## config.mk

```make
export PLATFORM = sky130hd
export DESIGN_NAME = pass_scheduler_top
export DESIGN_NICKNAME = d
export VERILOG_FILES = /design/src/sched_pkg.sv /design/src/pass_decoder.sv /design/src/pass_sequencer.sv /design/src/pass_dispatch.sv /design/src/pass_scheduler_top.sv
export SDC_FILE = /design/constraint.sdc
export NUM_CORES = 1
export LEC_CHECK = 0
export BUFFER_PORTS_ARGS = -buffer_cell sky130_fd_sc_hd__buf_2
export CAP_MARGIN = 5
export CORE_MARGIN = 10
export CORE_UTILIZATION = 61
export CTS_CLUSTER_SIZE = 25
export DETAILED_ROUTE_END_ITERATION = 8
export GPL_TIMING_DRIVEN = 0
export PLACE_DENSITY = 0.82
export REMOVE_ABC_BUFFERS = 1
export SLEW_MARGIN = 20
export SYNTH_ARGS = -nofsm -noshare
export SYNTH_HDL_FRONTEND = slang
export SYNTH_SLANG_ARGS = --single-unit
```

## constraint.sdc

```tcl
create_clock -name clk -period 7.7 [get_ports clk]
set_clock_uncertainty 0.15 [all_clocks]
set_input_delay 0.385 -clock clk [delete_from_list [all_inputs] [get_ports clk]]
set_output_delay 0.385 -clock clk [all_outputs]
set_load 0.02 [all_outputs]
```

## src/sched_pkg.sv

```systemverilog
`default_nettype none

package sched_pkg;

    // ==================================================================
    // Widths and scalar types
    // ==================================================================

    // Block RAM address width for both ifmap and weight memories
    localparam int ADDR_W = 10;

    // Layer select, four layers in the network
    typedef logic [1:0] layer_t;
    // Batch id, forms the upper part of the absolute tile
    typedef logic [2:0] batch_t;
    // Pass index inside one batch, up to 1024 passes
    typedef logic [9:0] pass_cnt_t;
    // Tile inside the batch, up to 8 tiles
    typedef logic [2:0] tile_t;
    // Row inside the tile, up to 256 rows
    typedef logic [7:0] row_t;
    // Absolute tile id, batch on top and tile below
    typedef logic [5:0] abs_tile_t;

    // ==================================================================
    // Packed structs
    // ==================================================================

    // Inclusive memory window
    typedef struct packed {
        logic [ADDR_W-1:0] first;
        logic [ADDR_W-1:0] last;
    } addr_range_t;

    // Per-pass context handed to the loaders
    typedef struct packed {
        layer_t    layer;
        abs_tile_t tile;
        row_t      row;
        logic [3:0] if_sel;
    } pass_desc_t;

    // Decoded position of the current pass
    typedef struct packed {
        tile_t tile;
        row_t  row;
    } pass_pos_t;

    // ==================================================================
    // Per-layer table
    // ==================================================================

    // Rows per tile as a power of two: 32, 64, 128, 256
    function automatic logic [3:0] rows_log2(input layer_t layer);
        logic [3:0] v;
        case (layer)
            2'd0: v = 4'd5;
            2'd1: v = 4'd6;
            2'd2: v = 4'd7;
            default: v = 4'd8;
        endcase
        return v;
    endfunction

    // Index of the final pass in a batch
    function automatic pass_cnt_t last_pass(input layer_t layer);
        pass_cnt_t v;
        case (layer)
            2'd0: v = 10'd127;
            2'd1: v = 10'd255;
            default: v = 10'd1023;
        endcase
        return v;
    endfunction

    // Ifmap words per 16-row segment, as a power of two
    function automatic logic [3:0] ifmap_seg_log2(input layer_t layer);
        logic [3:0] v;
        case (layer)
            2'd0, 2'd1: v = 4'd8;
            2'd2: v = 4'd7;
            default: v = 4'd6;
        endcase
        return v;
    endfunction

    // Weight words per tile, as a power of two
    function automatic logic [3:0] weight_tile_log2(input layer_t layer);
        logic [3:0] v;
        case (layer)
            2'd0, 2'd1: v = 4'd8;
            2'd2: v = 4'd7;
            default: v = 4'd6;
        endcase
        return v;
    endfunction

endpackage

`default_nettype wire

```

## src/pass_decoder.sv

```systemverilog
`timescale 1ns/10ps
`default_nettype none

module pass_decoder
    import sched_pkg::*;
(
    input  layer_t    layer,
    input  pass_cnt_t pass_idx,
    output pass_pos_t pos,
    output logic      last
);

    // ==================================================================
    // Layer-aware split of the pass counter
    // ==================================================================

    // Number of row bits for the active layer
    logic [3:0] row_sh;
    // Mask selecting the row bits
    pass_cnt_t  row_mask;
    // Row bits left in place
    pass_cnt_t  row_bits;
    // Counter shifted down so the tile sits at bit 0
    pass_cnt_t  tile_bits;
    // Final pass for this layer
    pass_cnt_t  pass_end;

    always_comb begin
        row_sh   = rows_log2(layer);
        // All ones below the tile boundary
        row_mask = (pass_cnt_t'(1) << row_sh) - pass_cnt_t'(1);
        row_bits = pass_idx & row_mask;
        // Tile is whatever lies above the row field
        tile_bits = pass_idx >> row_sh;
    end

    // Row field never exceeds 8 bits, tile never exceeds 3
    always_comb begin
        pos.row  = row_bits[7:0];
        pos.tile = tile_bits[2:0];
    end

    // ==================================================================
    // End of batch detect
    // ==================================================================

    // Layers 2 and 3 share the same pass count
    assign pass_end = last_pass(layer);

    // High for the whole final pass, sequencer samples it on trans_done
    assign last = (pass_idx == pass_end);

endmodule

`default_nettype wire

```

## src/pass_sequencer.sv

```systemverilog
`timescale 1ns/10ps
`default_nettype none

module pass_sequencer
    import sched_pkg::*;
#(
    parameter int SETTLE_CYCLES = 3
) (
    input  logic      clk,
    input  logic      rst_n,
    input  logic      start,
    input  logic      trans_done,
    input  logic      last,
    output pass_cnt_t pass_idx,
    output logic      issue,
    output logic      fire_trans,
    output logic      done
);

    // ==================================================================
    // Settle timer sizing
    // ==================================================================

    // At least one bit even for a single settle cycle
    localparam int TMR_W = (SETTLE_CYCLES > 1) ? $clog2(SETTLE_CYCLES) : 1;
    // Timer value on the final settle cycle
    localparam logic [TMR_W-1:0] TMR_LAST = TMR_W'(SETTLE_CYCLES - 1);

    // Pass flow states
    typedef enum logic [2:0] {
        S_IDLE,
        S_ISSUE,
        S_SETTLE,
        S_FIRE,
        S_WAIT
    } state_t;

    state_t           state_q;
    state_t           state_d;
    logic [TMR_W-1:0] settle_q;
    // Transpose finished for the current pass
    logic             pass_adv;
    // Final pass retired, done follows one cycle later
    logic             batch_end_q;

    assign pass_adv = (state_q == S_WAIT) && trans_done;

    // ==================================================================
    // Next state
    // ==================================================================
    always_comb begin
        state_d = state_q;
        case (state_q)
            // Start is ignored outside idle
            S_IDLE: begin
                if (start) begin
                    state_d = S_ISSUE;
                end
            end
            S_ISSUE: state_d = S_SETTLE;
            // Give the block RAMs time to settle on new ranges
            S_SETTLE: begin
                if (settle_q == TMR_LAST) begin
                    state_d = S_FIRE;
                end
            end
            S_FIRE: state_d = S_WAIT;
            // No timeout, transpose unit sets the pace
            S_WAIT: begin
                if (trans_done) begin
                    state_d = last ? S_IDLE : S_ISSUE;
                end
            end
            default: state_d = S_IDLE;
        endcase
    end

    // ==================================================================
    // State, timer and pass counter
    // ==================================================================
    always_ff @(posedge clk or negedge rst_n) begin
        if (!rst_n) begin
            state_q  <= S_IDLE;
            settle_q <= '0;
            pass_idx <= '0;
        end else begin
            state_q <= state_d;
            // Count only while settling, park at zero otherwise
            if (state_q == S_SETTLE && settle_q != TMR_LAST) begin
                settle_q <= settle_q + 1'b1;
            end else begin
                settle_q <= '0;
            end
            // Advance per pass, wrap to zero after the final one
            if (pass_adv) begin
                pass_idx <= last ? '0 : pass_idx + 1'b1;
            end
        end
    end

    // Done is two stages behind the final trans_done
    always_ff @(posedge clk or negedge rst_n) begin
        if (!rst_n) begin
            batch_end_q <= 1'b0;
            done        <= 1'b0;
        end else begin
            batch_end_q <= pass_adv && last;
            done        <= batch_end_q;
        end
    end

    // Strobes to the dispatch stage
    assign issue      = (state_q == S_ISSUE);
    assign fire_trans = (state_q == S_FIRE);

endmodule

`default_nettype wire

```

## src/pass_dispatch.sv

```systemverilog
`timescale 1ns/10ps
`default_nettype none

module pass_dispatch
    import sched_pkg::*;
(
    input  logic        clk,
    input  logic        rst_n,
    input  layer_t      layer,
    input  batch_t      batch,
    input  pass_pos_t   pos,
    input  logic        issue,
    input  logic        fire_trans,
    output logic        load_start,
    output pass_desc_t  desc,
    output addr_range_t if_range,
    output addr_range_t w_range,
    output logic        trans_start
);

    // ==================================================================
    // Address window math
    // ==================================================================

    // Shift amounts from the layer table
    logic [3:0]        seg_sh;
    logic [3:0]        wt_sh;
    // Window sizes in words
    logic [ADDR_W-1:0] seg_size;
    logic [ADDR_W-1:0] wt_size;
    // Ifmap segment index, one per 16 rows
    logic [ADDR_W-1:0] seg_num;
    // Tile index widened to address width
    logic [ADDR_W-1:0] tile_num;

    addr_range_t if_next;
    addr_range_t w_next;
    pass_desc_t  desc_next;

    always_comb begin
        seg_sh   = ifmap_seg_log2(layer);
        wt_sh    = weight_tile_log2(layer);
        seg_size = ADDR_W'(1) << seg_sh;
        wt_size  = ADDR_W'(1) << wt_sh;
        seg_num  = ADDR_W'(pos.row >> 4);
        tile_num = ADDR_W'(pos.tile);
    end

    // Ifmap window covers one segment of rows
    always_comb begin
        if_next.first = seg_num << seg_sh;
        if_next.last  = if_next.first + (seg_size - ADDR_W'(1));
    end

    // Weight window covers one tile
    always_comb begin
        w_next.first = tile_num << wt_sh;
        w_next.last  = w_next.first + (wt_size - ADDR_W'(1));
    end

    // ==================================================================
    // Pass descriptor
    // ==================================================================
    always_comb begin
        desc_next.layer  = layer;
        // Batch on top so each batch owns its own tile space
        desc_next.tile   = {batch, pos.tile};
        desc_next.row    = pos.row;
        // Position within the 16-row ifmap segment
        desc_next.if_sel = pos.row[3:0];
    end

    // ==================================================================
    // Output registers
    // ==================================================================

    // Context captured on issue and held until the next one
    always_ff @(posedge clk or negedge rst_n) begin
        if (!rst_n) begin
            desc     <= '0;
            if_range <= '0;
            w_range  <= '0;
        end else if (issue) begin
            desc     <= desc_next;
            if_range <= if_next;
            w_range  <= w_next;
        end
    end

    // Single-cycle pulses, one cycle behind the strobes
    always_ff @(posedge clk or negedge rst_n) begin
        if (!rst_n) begin
            load_start  <= 1'b0;
            trans_start <= 1'b0;
        end else begin
            // Lines up with the freshly loaded descriptor
            load_start  <= issue;
            trans_start <= fire_trans;
        end
    end

endmodule

`default_nettype wire

```

## src/pass_scheduler_top.sv

```systemverilog
`timescale 1ns/10ps
`default_nettype none

module pass_scheduler_top
    import sched_pkg::*;
#(
    parameter int SETTLE_CYCLES = 3
) (
    input  logic        clk,
    input  logic        rst_n,
    input  logic        start,
    input  layer_t      layer,
    input  batch_t      batch,
    input  logic        trans_done,
    output logic        load_start,
    output pass_desc_t  desc,
    output addr_range_t if_range,
    output addr_range_t w_range,
    output logic        trans_start,
    output logic        done
);

    // ==================================================================
    // Internal nets
    // ==================================================================

    // Current pass, already advanced when issue fires
    pass_cnt_t pass_idx;
    logic      issue;
    logic      fire_trans;
    // Decoded tile and row
    pass_pos_t pos;
    // Final pass of the batch
    logic      last;

    // Control FSM
    pass_sequencer #(
        .SETTLE_CYCLES (SETTLE_CYCLES)
    ) u_sequencer (
        .clk        (clk),
        .rst_n      (rst_n),
        .start      (start),
        .trans_done (trans_done),
        .last       (last),
        .pass_idx   (pass_idx),
        .issue      (issue),
        .fire_trans (fire_trans),
        .done       (done)
    );

    // Counter to tile and row
    pass_decoder u_decoder (
        .layer    (layer),
        .pass_idx (pass_idx),
        .pos      (pos),
        .last     (last)
    );

    // Ranges, descriptor and pulses
    pass_dispatch u_dispatch (
        .clk         (clk),
        .rst_n       (rst_n),
        .layer       (layer),
        .batch       (batch),
        .pos         (pos),
        .issue       (issue),
        .fire_trans  (fire_trans),
        .load_start  (load_start),
        .desc        (desc),
        .if_range    (if_range),
        .w_range     (w_range),
        .trans_start (trans_start)
    );

endmodule

`default_nettype wire

```

# After elaboration in Yosys (flattened, before gate mapping)
# Index checks and enable logic that the tools add are counted.
# totals
register_bits,79
latch_bits,0
mem_bits_rw,0
romBits,0
wordCells,56
memories,0
# classes
addsub,6
mul,0
div,0
n_lt_le_gt_ge,0
n_eq_ne,12
shifts,5
n_mux,10
n_bitwise,1
reduce_logical,7
# op_table
operator,count
$add A10 B10 Y10,2
$pmux W10 S2,1
$pmux W3 S5,1
$pmux W4 S3,1
$add A10 B1 Y10 const B,1
$eq A10 B10 Y1,1
$mux W10,1
$shl A1 B4 Y10 const A,1
$shl A3 B4 Y10,1
$shl A4 B4 Y10,1
$shr A10 B4 Y3,1
$sub A10 B1 Y10 const B,1
$mux W3,3
$and A8 B8 Y8,1
$pmux W4 S2,1
$shl A1 B4 Y8 const A,1
$sub A8 B1 Y8 const B,1
$eq A3 B2 Y1 const B,2
$ne A2 B2 Y1 const B,3
$eq A2 B2 Y1 const B,2
$eq A3 B1 Y1 const B,1
$eq A3 B3 Y1 const B,1
$logic_and A1 B1 Y1,3
$logic_not A3 Y1,1
8 further kinds,8

# Longest topological paths before layout
# Gate-level depths: netlist of run 1.
# depth
word_depth,7
depth_mapped,17
mapped_depth_nobuf,16

# Cells and area by module
# From an unflattened synthesis of run 1, not the netlist that was laid out.
# unflattened
cells_unflattened,438
hier_area_um2,4614.4
# modules_own_cells
mod,n_inst,cells_each,area_per_inst_um2,seq_area_each_um2
pass_dispatch,1,291,3218.1,1426.4
pass_sequencer,1,87,923.4,425.4
pass_decoder,1,60,473.0,0.0

# Least setup slack after synthesis of run 1
# OpenSTA, ideal clock, no wires.
# synth_path
kind,input to register
startpoint,input layer[0]
endpoint,register u_dispatch.if_range[9] (netlist name)
setup_ns,0.092
arrival_ns,3.499
slack_ns,3.960
cell_stages,15
path_buffers,3
cell_sequence,inv_1 > ha_1 > buf_2 > buf_2 > buf_2 > or4_1 > ha_1 > inv_1 > ha_1 > a211oi_2 > o21ai_1 > or3_4 > a221oi_4 > nor3_2 > o31ai_2
# synth_between
elab_chain_cells,7
elab_cells_between_ends,13
# synth_rtl
element,line,text
"start, declared",pass_scheduler_top.sv:12,"input layer_t layer,"
"$eq A2 B2 Y1, or another cell as far along","sched_pkg.sv:56, sched_pkg.sv:79",
$pmux W4 S3,sched_pkg.sv:56,case (layer)
$shl A1 B4 Y8,pass_decoder.sv:31,row_mask = (pass_cnt_t'(1) << row_sh) - pass_cnt_t'(1);
$sub A8 B1 Y8,pass_decoder.sv:31,
$and A8 B8 Y8,pass_decoder.sv:32,row_bits = pass_idx & row_mask;
$shl A4 B4 Y10,pass_dispatch.sv:51,if_next.first = seg_num << seg_sh;
$add A10 B10 Y10 *,pass_dispatch.sv:52,if_next.last = if_next.first + (seg_size - ADDR_W'(1));
# Mark *: on every way between the ends. The rest lies on a longest branch, timed or not.
# A chain may end at the register's enable or synchronous reset.

# Worst setup path after layout of run 1
# layout_path
startpoint,input layer[0]
endpoint,register u_dispatch.w_range[9] (netlist name)
# layout_between
elab_chain_cells,6
elab_cells_between_ends,11
# layout_rtl
element,line,text
$eq A2 B1 Y1 or $logic_not A2 Y1 (tied branches),"sched_pkg.sv:56, sched_pkg.sv:90",
$reduce_or A2 Y1,sched_pkg.sv:90,case (layer)
$pmux W4 S2,sched_pkg.sv:90,
$shl A1 B4 Y10,pass_dispatch.sv:44,wt_size = ADDR_W'(1) << wt_sh;
$sub A10 B1 Y10,pass_dispatch.sv:58,w_next.last = w_next.first + (wt_size - ADDR_W'(1));
$add A10 B10 Y10 *,pass_dispatch.sv:58,
# Marks and branches as above.

==> results of run 1 <==
-- power breakdown --
| group | internal [W] | total, W | switching [W] |
|---|---|---|---|
| clock network | 0.000135 | 0.000288 | 0.000153 |
| logic | 0.000172 | 0.000494 | 0.000322 |
| registers | 0.000494 | 0.000555 | 0.0000610 |
| total | 0.000801 | 0.00134 | 0.000537 |
-- critical path, cell delays in order --
cell,delay (ps)
buf_2,160
inv_1,160
ha_1,760
nand3_1,450
ha_1,530
inv_1,90
ha_1,310
a211oi_2,260
o21ai_1,130
or3_4,390
a221oi_2,250
xor2_1,190
o21ai_1,70
-- repair_timing --
action,in CTS,in global routing
hold buffers,1,0
endpoints found under the setup margin,0,0
hold endpoints to repair,29,0
-- metrics by stage --
| step | setup slack, ps | instances | hold slack (ps) | instance area [um2] | util, % |
|---|---|---|---|---|---|
| after global routing | 3400 | 630 | 92.3 | 5020 | 69.9 |
| after detailed placement | 3350 | 613 | 195 | 4820 | 67.2 |
| final | 3650 | 630 | 66.3 | 5020 | 69.9 |
| after global placement | 2850 | 611 | 196 | 4770 | 66.5 |
| after floorplan | 4000 | 441 | -60.6 | 4290 | - |
| after CTS | 3680 | 630 | 58.8 | 5020 | 69.9 |
-- state kept, by name, indices dropped and copies added, names as in the netlist --
signal                   cells
u_dispatch.if_range         20
u_dispatch.w_range          20
u_dispatch.desc             16
u_sequencer.pass_idx        10
u_sequencer.state_q          3
u_sequencer.settle_q         2
u_dispatch.load_start        1
u_dispatch.trans_start       1
u_sequencer.batch_end_q      1
u_sequencer.done             1
-- cell families (layout without fill, tap and decap cells) --
| logic type | after synthesis | in the layout | synth area share, % |
|---|---|---|---|
| flip-flops | 75 | 75 | 42.1 |
| other | 1 | 3 | 0.0840 |
| AO/OA/AOI/OAI | 106 | 106 | 17.1 |
| XOR/XNOR | 18 | 18 | 3.53 |
| AND/OR/NAND/NOR | 177 | 177 | 19.5 |
| multiplexers | 12 | 12 | 2.94 |
| adder cells (fa/ha/maj) | 31 | 31 | 9.03 |
| buffers and inverters | 45 | 109 | 5.69 |
-- cells in the final DEF, fill, tap and decap left out, types with 3 or more instances in the layout --
cell type,Yosys,layout
nand2_1,85,85
dfrtp_1,75,75
buf_2,6,70
o21ai_0,34,34
ha_1,29,29
nor2_1,28,28
inv_1,17,17
o31ai_1,17,17
xor2_1,15,15
clkbuf_8,2,11
nand3_1,10,10
o21ai_1,8,8
nor3_1,8,8
o21a_1,6,6
mux2i_1,6,6
a211oi_1,6,6
and3_1,6,6
mux2_2,5,5
a21oi_1,5,5
nor2b_1,5,5
nand2b_1,4,4
and2_1,4,4
nand4_1,4,4
a21o_1,4,4
or2_2,3,3
o211ai_1,3,3
xnor2_1,3,3
conb_1,1,3
clkinvlp_4,0,3
-- layer usage --
layer  vias up  track usage (%)  wire, um
li1       1734                -         -
met1      1661             21.4      4210
met2        82             29.4      4920
met3        25             4.45       529
met5         -                0         0
met4         0             8.03       240
-- path summary, 6_finish.rpt --
path	start	endpoint	slack [ps]	cells after the start
setup / recovery	layer[0]	u_dispatch.w_range[9]$_DFFE_PN0P_	3650	13
max in group asynchronous	rst_n	u_dispatch.desc[7]$_DFFE_PN0P_	6470	3
hold reg to reg	u_sequencer.batch_end_q$_DFF_PN0_	u_sequencer.done$_DFF_PN0_	210	0
hold / removal	batch[0]	u_dispatch.desc[15]$_DFFE_PN0P_	70	3
min in group asynchronous	rst_n	u_dispatch.w_range[6]$_DFFE_PN0P_	370	2
setup reg to reg	u_sequencer.pass_idx[7]$_DFFE_PN0P_	u_dispatch.w_range[9]$_DFFE_PN0P_	4120	13
-- layout make-up --
type	count	area [um2]
multi-input cells	347	2340
inverters	19	72.6
clock inverters	5	36.3
well taps	99	124
clock buffers	11	151
flip-flops and latches	75	1880
repair buffers	74	415
fillers	548	2160
==> out/metrics.cfg, run 1 <==
[sta]
finalMaxSlewViolations = 0
relSlewSlack_pct = 32.8
fmax_mhz = 247
finalCritPeriodShare_pct = 52.6
setup_viol = 0
hold_viol = 0
worstMarginPinSlew_ps = 1010
tns_ps = 0
min_period_ps = 4050
grt_setup_unrepaired = false

[routing]
drtPass1Iterations = 5
ant_nets = 0
drc = 0
routedWlPerCell_um = 15.7
routed_via_density = 5.56
drt_wl_total_um = 9900
routed-via-count = 3502
drt_iter0_drc = 152

[pwr]
total_power_w = 0.00134
leakage_nw = 2.48
vdd_drop_max_v = 0.000194
p_per_area_nw_per_um2 = 267

[synth]
synth_top_area_share_pct = 42.1
synth-seq-cells = 75
synthesis.instances = 465
synth.largest_area_cell = dfrtp_1
ys.flop_type = dfrtp_1
yosysMostFrequentCell = nand2_1
synth_edf_count = 0
ys_seq_area_share_pct = 42.1
synth.area.top_cells = dfrtp_1 (42%), ha_1 (8.1%), nand2_1 (7.1%), o21ai_0 (3.8%), xor2_1 (2.9%)
syn-cell-area_um2 = 4460
ys_async_sr_fraction_pct = 100
synthTopCellsByCount = nand2_1 (85), dfrtp_1 (75), o21ai_0 (34)
synth_cell_types = 70
synth_warnings = 0
avgSynthCellArea_um2 = 9.60

[job]
maxCapViolCount = 0

[cts]
cts_tree = done
cts_made_buffers = 9
cts.clk_slew.worst_paths_ps = 80
postCtsSetupRepairBufs = 0
cts.sinks = 75
cts.htree.levels = 3
cts-root-buf = clkbuf_8
ctsResizeCount = 0
clockBufferDepth = 2
clkLatencyLatePin_ps = 360

[critical_path]
end_kind = register
worstPathMaxFanout = 26
cp-start-kind = primary input
setup.worst_path.class = in2reg
crit_required_ps = 7790
crit_arrival_ps = 4140

[floorplanning]
core_area_um2 = 7180
start_util_pct = 62.2
io_pins = 72
std_cell_rows = 31
fp.dieArea_um2 = 11100
die-width_um = 106
die_h_um = 106

[final_layout]
final_nets = 566
diodes = 0
synthToLayoutAreaGrowth_pct = 12.4
drive_gt1_share_pct = 22.6

[status]
status = complete, no violations

[global_routing]
grt_pass1_wl_um = 16500
grt_antenna_before_repair = 0
first_global_vias = 3406
grt_overflow = 0
track_usage_pct = 17.7
grt_start_max_net_pins = 57

[worst_hold_path]
min_path_type = in2reg

[placed_design]
place_hpwl_um = 7420
io_buffers = 71
gp_congestion = 0.902

Note: power is estimated with default switching activity, not from simulation.
==> run 2, diff against run 1 <==
- CORE_UTILIZATION: 61 -> 57
- PLACE_DENSITY: 0.82 -> 0.77
- clock period: 7.7 -> 3.95 ns (I/O delays scaled with it)
==> run 2 against run 1 <==
Net effect:
- setup slack got worse by 3400 ps
- power rose by 95%
- via count rose by 2.3%
- utilization fell by 4.0 points
- critical path type unchanged
- critical path depth rose by 1
- critical endpoint is now u_dispatch.if_range[9]$_DFFE_PN0P_
- sequential share of layout area fell by 0.37 points
- highest routed layer unchanged
==> out/metrics.cfg, run 2 (synthesis gave the netlist of run 1 again) <==
[global_routing]
grt_overflow = 0  ; unchanged
use_met1_pct = 21.1  ; -0.28 points
grt_antenna_before_repair = 0  ; unchanged
met2_usage_pct = 31.1  ; +1.7 points
track_usage_pct = 18.0  ; +0.22 points
grt_start_max_net_pins = 51  ; -11%
grt_pass1_wl_um = 17100  ; +4.0%
first_global_vias = 3583  ; +5.2%
grt_use_met3_pct = 4.22  ; -0.22 points
top_usage_layer = met2

[placed_design]
dp_cells = 616  ; +0.49%
place_hpwl_um = 7610  ; +2.6%
gp_congestion = 0.870  ; -3.6%
io_buffers = 71  ; unchanged
pre_cts_ws_ps = -206  ; -3550 ps
placed_cell_area_um2 = 4820  ; about the same

[critical_path]
cpMostUsedCell = ha_1
worstPathMaxFanout = 12  ; -54%
crit_arrival_ps = 3790  ; -350 ps
crit_required_ps = 4080  ; -3710 ps
cp-start-kind = primary input
slowest_delay_ps = 490  ; -270 ps
setup.worst_path.class = in2reg
crit_slowest_cell = ha_1
path_buf_inv = 3  ; unchanged
end_kind = register
crit_chain = buf_2 > inv_1 > ha_1 > nor2_1 > nand3_1 > ha_1 > inv_1 > ha_1 > a211oi_2 > o21ai_1 > or3_4 > a221oi_4 > nor3_2 > o31ai_2
worst_path_dominant_cell_family = adder cells

[routing]
routedWlPerCell_um = 15.9  ; +1.2%
routed-via-count = 3582  ; +2.3%
drtPass1Iterations = 4  ; -1
ant_nets = 0  ; unchanged
routed_via_density = 5.62  ; +1.2%
drt_wl_total_um = 10100  ; +2.3%
drc = 0  ; unchanged
drt_iter0_drc = 153  ; +0.66%

[pwr]
vdd_drop_max_v = 0.000360  ; +86%
p_per_area_nw_per_um2 = 515  ; +93%
leakage_nw = 2.49  ; +0.34%

[job]
maxCapViolCount = 0  ; unchanged

[final_layout]
final_cell_area_um2 = 5070  ; +1.0%
drive_gt1_share_pct = 23.2  ; +0.58 points
top_regs = u_dispatch.if_range: 20 flops, u_dispatch.w_range: 20 flops, u_dispatch.desc: 16 flops
final_cell_mix = nand2_1 (84), dfrtp_1 (75), buf_2 (70), o21ai_0 (34), nor2_1 (28)
finalNonFillerCells = 637  ; +1.1%
synthToLayoutAreaGrowth_pct = 13.6
final_nets = 570  ; +0.71%
diodes = 0  ; unchanged
layout_commonest_cell = nand2_1

[floorplanning]
die-width_um = 108  ; +2.8%
start_util_pct = 58.1  ; -4.1 points
die_h_um = 108  ; +2.8%
core_area_um2 = 7690  ; +7.1%
std_cell_rows = 32  ; +3.2%
fp.dieArea_um2 = 11800  ; +5.7%
io_pins = 72  ; unchanged

[cts]
clockBufferDepth = 2  ; unchanged
cts_made_buffers = 9  ; unchanged
cts.htree.levels = 3  ; unchanged
cts.clk_slew.worst_paths_ps = 90  ; about the same
cts.sinks = 75  ; unchanged
cts-root-buf = clkbuf_8
clkLatencyLatePin_ps = 360  ; about the same
cts_tree = done

[sta]
holdWs_ps = 12.3  ; -54.0 ps
hold_viol = 0  ; unchanged
finalCritPeriodShare_pct = 92.7
fmax_mhz = 273
relSlewSlack_pct = 33.1  ; +0.40 points
finalMaxSlewViolations = 0  ; unchanged
setup_viol = 0  ; unchanged
setup_slack_ps = 288  ; -3360 ps
min_period_ps = 3660
worstMarginPinSlew_ps = 1000  ; -5.98 ps

[worst_hold_path]
min_path_type = in2reg

[status]
status = complete, no violations

## run 2: cell types whose count changed in the layout (fill, tap and decap cells not counted), sizes merged
| cell | previous run | this run |
|---|---|---|
| inv | 18 | 20 |
| clkbuf | 11 | 9 |
| dlygate4sd3 | 1 | 5 |
## run 2: metrics by stage
step	TNS [ps]	total power [W]	utilization [%]
floorplan	0	0.00172	-
global route	-1.75	0.00279	65.9
finish	0	0.00261	65.9
detailed placement	-438	0.00208	62.8
global placement	-7850	0.00202	62.1
CTS	0	0.00264	65.8
## run 2: path summary, 6_finish.rpt
kind / start / endpoint / slack (ps) / depth (start not counted)
setup / recovery: layer[0] / u_dispatch.if_range[9]$_DFFE_PN0P_ / 290 / 14
hold / removal: start / u_sequencer.state_q[0]$_DFFE_PN0P_ / 10 / 3
setup reg to reg: u_sequencer.pass_idx[6]$_DFFE_PN0P_ / u_dispatch.w_range[9]$_DFFE_PN0P_ / 510 / 13
hold reg to reg: u_sequencer.batch_end_q$_DFF_PN0_ / u_sequencer.done$_DFF_PN0_ / 220 / 0
max in group asynchronous: rst_n / u_dispatch.load_start$_DFF_PN0_ / 2970 / 3
min in group asynchronous: rst_n / u_dispatch.w_range[8]$_DFFE_PN0P_ / 130 / 2
## run 2: power breakdown
part           internal, W  switching, W
clock network     0.000237      0.000324
logic             0.000338      0.000631
registers         0.000963      0.000119
## run 2: per-layer routing
layer	wire length, um	vias to the layer above
met5	0	-
met4	213	0
met3	486	15
met2	5120	69
met1	4310	1751
li1	-	1747
## run 2: worst register-to-register path: stages, from the launching register on
cell,delay (ps)
dfrtp_1,510
mux2i_1,140
o22ai_1,230
a31oi_1,110
mux2_4,310
or2_4,260
inv_1,70
ha_1,250
a211oi_2,260
o21ai_1,130
or3_4,390
a221oi_2,240
xor2_1,190
o21ai_1,70
## run 2: final cells by class
type                            instances  area, um2
Timing Repair Buffer                   78        455
Fill cell                             673       2620
Multi-Input combinational cell        347       2350
Tap cell                              102        128
Clock inverter                          7       60.1
Inverter                               19       72.6
Sequential cell                        75       1880
Clock buffer                            9        124
## run 2: what timing repair did
action	CTS	global route
buffers inserted	0	0
endpoints found under the setup margin	0	4
resized for setup	0	4
hold buffers	5	0
endpoints found under the hold margin	79	0
==> run 3, diff against run 2 <==
- ABC_AREA: unset -> 1
- SLEW_MARGIN: 20 -> unset
- TNS_END_PERCENT: unset -> 50
==> run 3 against run 2 <==
Net effect:
- first-iteration DRC count shrank 3.9%
- non-clock buffer count shrank 1
- sequential share of layout area shrank 0.52 points
- utilization grew 1.3 points
- power grew 34%
- synthesized cell count grew 22%
- final cell count grew 17%
- cell area grew 1.4%
- flip-flop and latch count is the same
- largest cell class unchanged
- clock power grew 23%
- synthesized area shrank 0.56%
- critical path depth grew 9
==> out/metrics.cfg, run 3 <==
[synth]
syn-cell-area_um2 = 4440  ; -0.56%
avgSynthCellArea_um2 = 7.85  ; -18%
ys_seq_area_share_pct = 42.3  ; +0.24 points
synth.largest_area_cell = dfrtp_1
synth.area.top_cells = dfrtp_1 (42%), nand2_1 (15%), ha_1 (8.2%), inv_1 (4.5%), nand3_1 (3.9%)
yosysMostFrequentCell = nand2_1
synth-seq-cells = 75  ; unchanged
synthesis.instances = 565  ; +22%
ys_async_sr_fraction_pct = 100  ; unchanged
synth_edf_count = 0  ; unchanged
synth_warnings = 0  ; unchanged
synth_cell_types = 44  ; -37%
synthTopCellsByCount = nand2_1 (176), dfrtp_1 (75), inv_1 (53)
ys.flop_type = dfrtp_1
synth_top_area_share_pct = 42.3  ; +0.24 points

[floorplanning]
fp.dieArea_um2 = 11700  ; -0.45%
die-width_um = 108  ; -0.23%
core_area_um2 = 7650  ; -0.52%
start_util_pct = 58.0  ; about the same
std_cell_rows = 32  ; unchanged
io_pins = 72  ; unchanged
die_h_um = 108  ; -0.23%

[critical_path]
cp-start-kind = primary input
crit_arrival_ps = 3490  ; -300 ps
setup.worst_path.class = in2reg
worstPathMaxFanout = 9  ; -3
r2r_setup_slack_ps = 690  ; +180 ps
end_kind = register
crit_required_ps = 4060  ; -20 ps

[global_routing]
grt_overflow = 0  ; unchanged
grt_pass1_wl_um = 18000  ; +5.1%
first_global_vias = 3844  ; +7.3%
track_usage_pct = 19.0  ; +1.0 points
grt_start_max_net_pins = 79  ; +55%
grt_antenna_before_repair = 0  ; unchanged

[cts]
cts_made_buffers = 9  ; unchanged
ctsResizeCount = 0  ; unchanged
hold_buffers = 5  ; unchanged
clockBufferDepth = 2  ; unchanged
clkLatencyLatePin_ps = 360  ; about the same
cts.sinks = 75  ; unchanged
cts.htree.levels = 3  ; unchanged
postCtsSetupRepairBufs = 0  ; unchanged
cts.clk_slew.worst_paths_ps = 90  ; about the same
cts_tree = done
cts-root-buf = clkbuf_8

[final_layout]
diodes = 0  ; unchanged
drive_gt1_share_pct = 21.0  ; -2.2 points
top_regs = u_dispatch.if_range: 20 flops, u_dispatch.w_range: 20 flops, u_dispatch.desc: 16 flops
layout_commonest_cell = nand2_1
utilization_pct = 67.2  ; +1.3 points
fillers = 693  ; +3.0%
final_cell_mix = nand2_1 (176), dfrtp_1 (75), buf_2 (70), inv_1 (53), nand3_1 (35)
synthToLayoutAreaGrowth_pct = 15.8
final_cell_area_um2 = 5140  ; +1.4%
final_nets = 678  ; +19%

[routing]
highest_layer = met4
ant_nets = 0  ; unchanged
met3_wirelength_um = 430  ; -12%
routed-via-count = 3769  ; +5.2%
drc = 0  ; unchanged
drt_iter0_drc = 147  ; -3.9%
met1Wirelength_um = 4500  ; +4.4%
wl_met2_um = 5360  ; +4.7%
routedWlPerCell_um = 14.1  ; -11%
drt_wl_total_um = 10500  ; +3.8%
routed_via_density = 5.06  ; -10%
drtPass1Iterations = 5  ; +1

[sta]
setup_viol = 0  ; unchanged
min_period_ps = 3380  ; -284 ps
tns_ps = 0  ; unchanged
fmax_mhz = 296  ; +8.4%
finalMaxSlewViolations = 0  ; unchanged
finalCritPeriodShare_pct = 85.5  ; -7.2 points
worstMarginPinSlew_ps = 1130  ; +127 ps
grt_setup_unrepaired = false
hold_viol = 0  ; unchanged
relSlewSlack_pct = 24.7  ; -8.5 points
holdWs_ps = 61.3  ; +49.0 ps

[placed_design]
io_buffers = 71  ; unchanged
placed_cell_area_um2 = 4840  ; +0.39%
gp_congestion = 0.867  ; -0.25%
place_hpwl_um = 7900  ; +3.8%

[job]
maxCapViolCount = 0  ; unchanged

[status]
status = complete, no violations

[pwr]
vdd_drop_max_v = 0.000479  ; +33%
total_power_w = 0.00349  ; +34%
leakage_nw = 2.84  ; +14%
p_per_area_nw_per_um2 = 679  ; +32%

[worst_hold_path]
min_path_type = in2reg

## run 3: final cells by class
class	count	area [um2]	area share, %
repair buffers	77	423	8.23
inverters	68	258	5.01
flip-flops and latches	75	1880	36.5
multi-input cells	407	2220	43.2
clock buffers	10	138	2.68
clock inverters	6	95.1	1.85
well taps	102	128	2.48
## run 3: path summary, 6_finish.rpt
| kind | cells past startpoint | startpoint | to |
|---|---|---|---|
| setup / recovery | 23 | layer[0] | u_dispatch.if_range[6]$_DFFE_PN0P_ |
| hold / removal | 3 | start | u_sequencer.state_q[0]$_DFFE_PN0P_ |
| setup reg to reg | 19 | u_sequencer.pass_idx[9]$_DFFE_PN0P_ | u_dispatch.w_range[6]$_DFFE_PN0P_ |
| hold reg to reg | 0 | u_sequencer.batch_end_q$_DFF_PN0_ | u_sequencer.done$_DFF_PN0_ |
| max in group asynchronous | 2 | rst_n | u_dispatch.if_range[9]$_DFFE_PN0P_ |
| min in group asynchronous | 2 | rst_n | u_dispatch.if_range[5]$_DFFE_PN0P_ |
## run 3: routing by layer
metal	vias up	GRT usage, %
li1	1947	-
met1	1740	22.1
met2	64	33.3
met3	18	3.93
met4	0	7.44
met5	-	0
## run 3: logic make-up after synthesis
family | Yosys count | share of synthesized area (%)
AND/OR/NAND/NOR | 287 | 28.9
buffers and inverters | 85 | 7.78
AO/OA/AOI/OAI | 75 | 9.67
flip-flops | 75 | 42.3
adder cells (fa/ha/maj) | 31 | 9.08
XOR/XNOR | 11 | 2.17
other | 1 | 0.0845
## run 3: critical path, cell delays in order
cell and delay (ps):
buf_2 180, ha_1 400, inv_4 150, nand2_2 120, ha_1 170, inv_1 70, a21oi_2 180, nand2_1 100
nor2_2 120, inv_1 90, nor2_2 120, ha_1 220, inv_1 90, fa_1 400, inv_1 70, a21oi_1 70
o21bai_1 240, nand2_1 110, nand2_1 70, a21oi_1 60, xor2_1 140, nand2_1 60, nand2_1 50
## run 3: per-stage QoR
stage / cells / setup slack [ps]
6_report: 745 / 572
4_1_cts: 744 / 586
3_3_place_gp: 723 / 261
2_1_floorplan: 550 / 936
5_1_grt: 745 / 223
3_5_place_dp: 723 / 195
## run 3: where the power goes
part / internal, W / leakage [nW] / switching, W / total [W]
Sequential: 0.00106 / 0.940 / 0.000169 / 0.00123
Combinational: 0.000501 / 1.78 / 0.00107 / 0.00157
Clock: 0.000379 / 0.117 / 0.000311 / 0.000691
Total: 0.00194 / 2.84 / 0.00155 / 0.00349
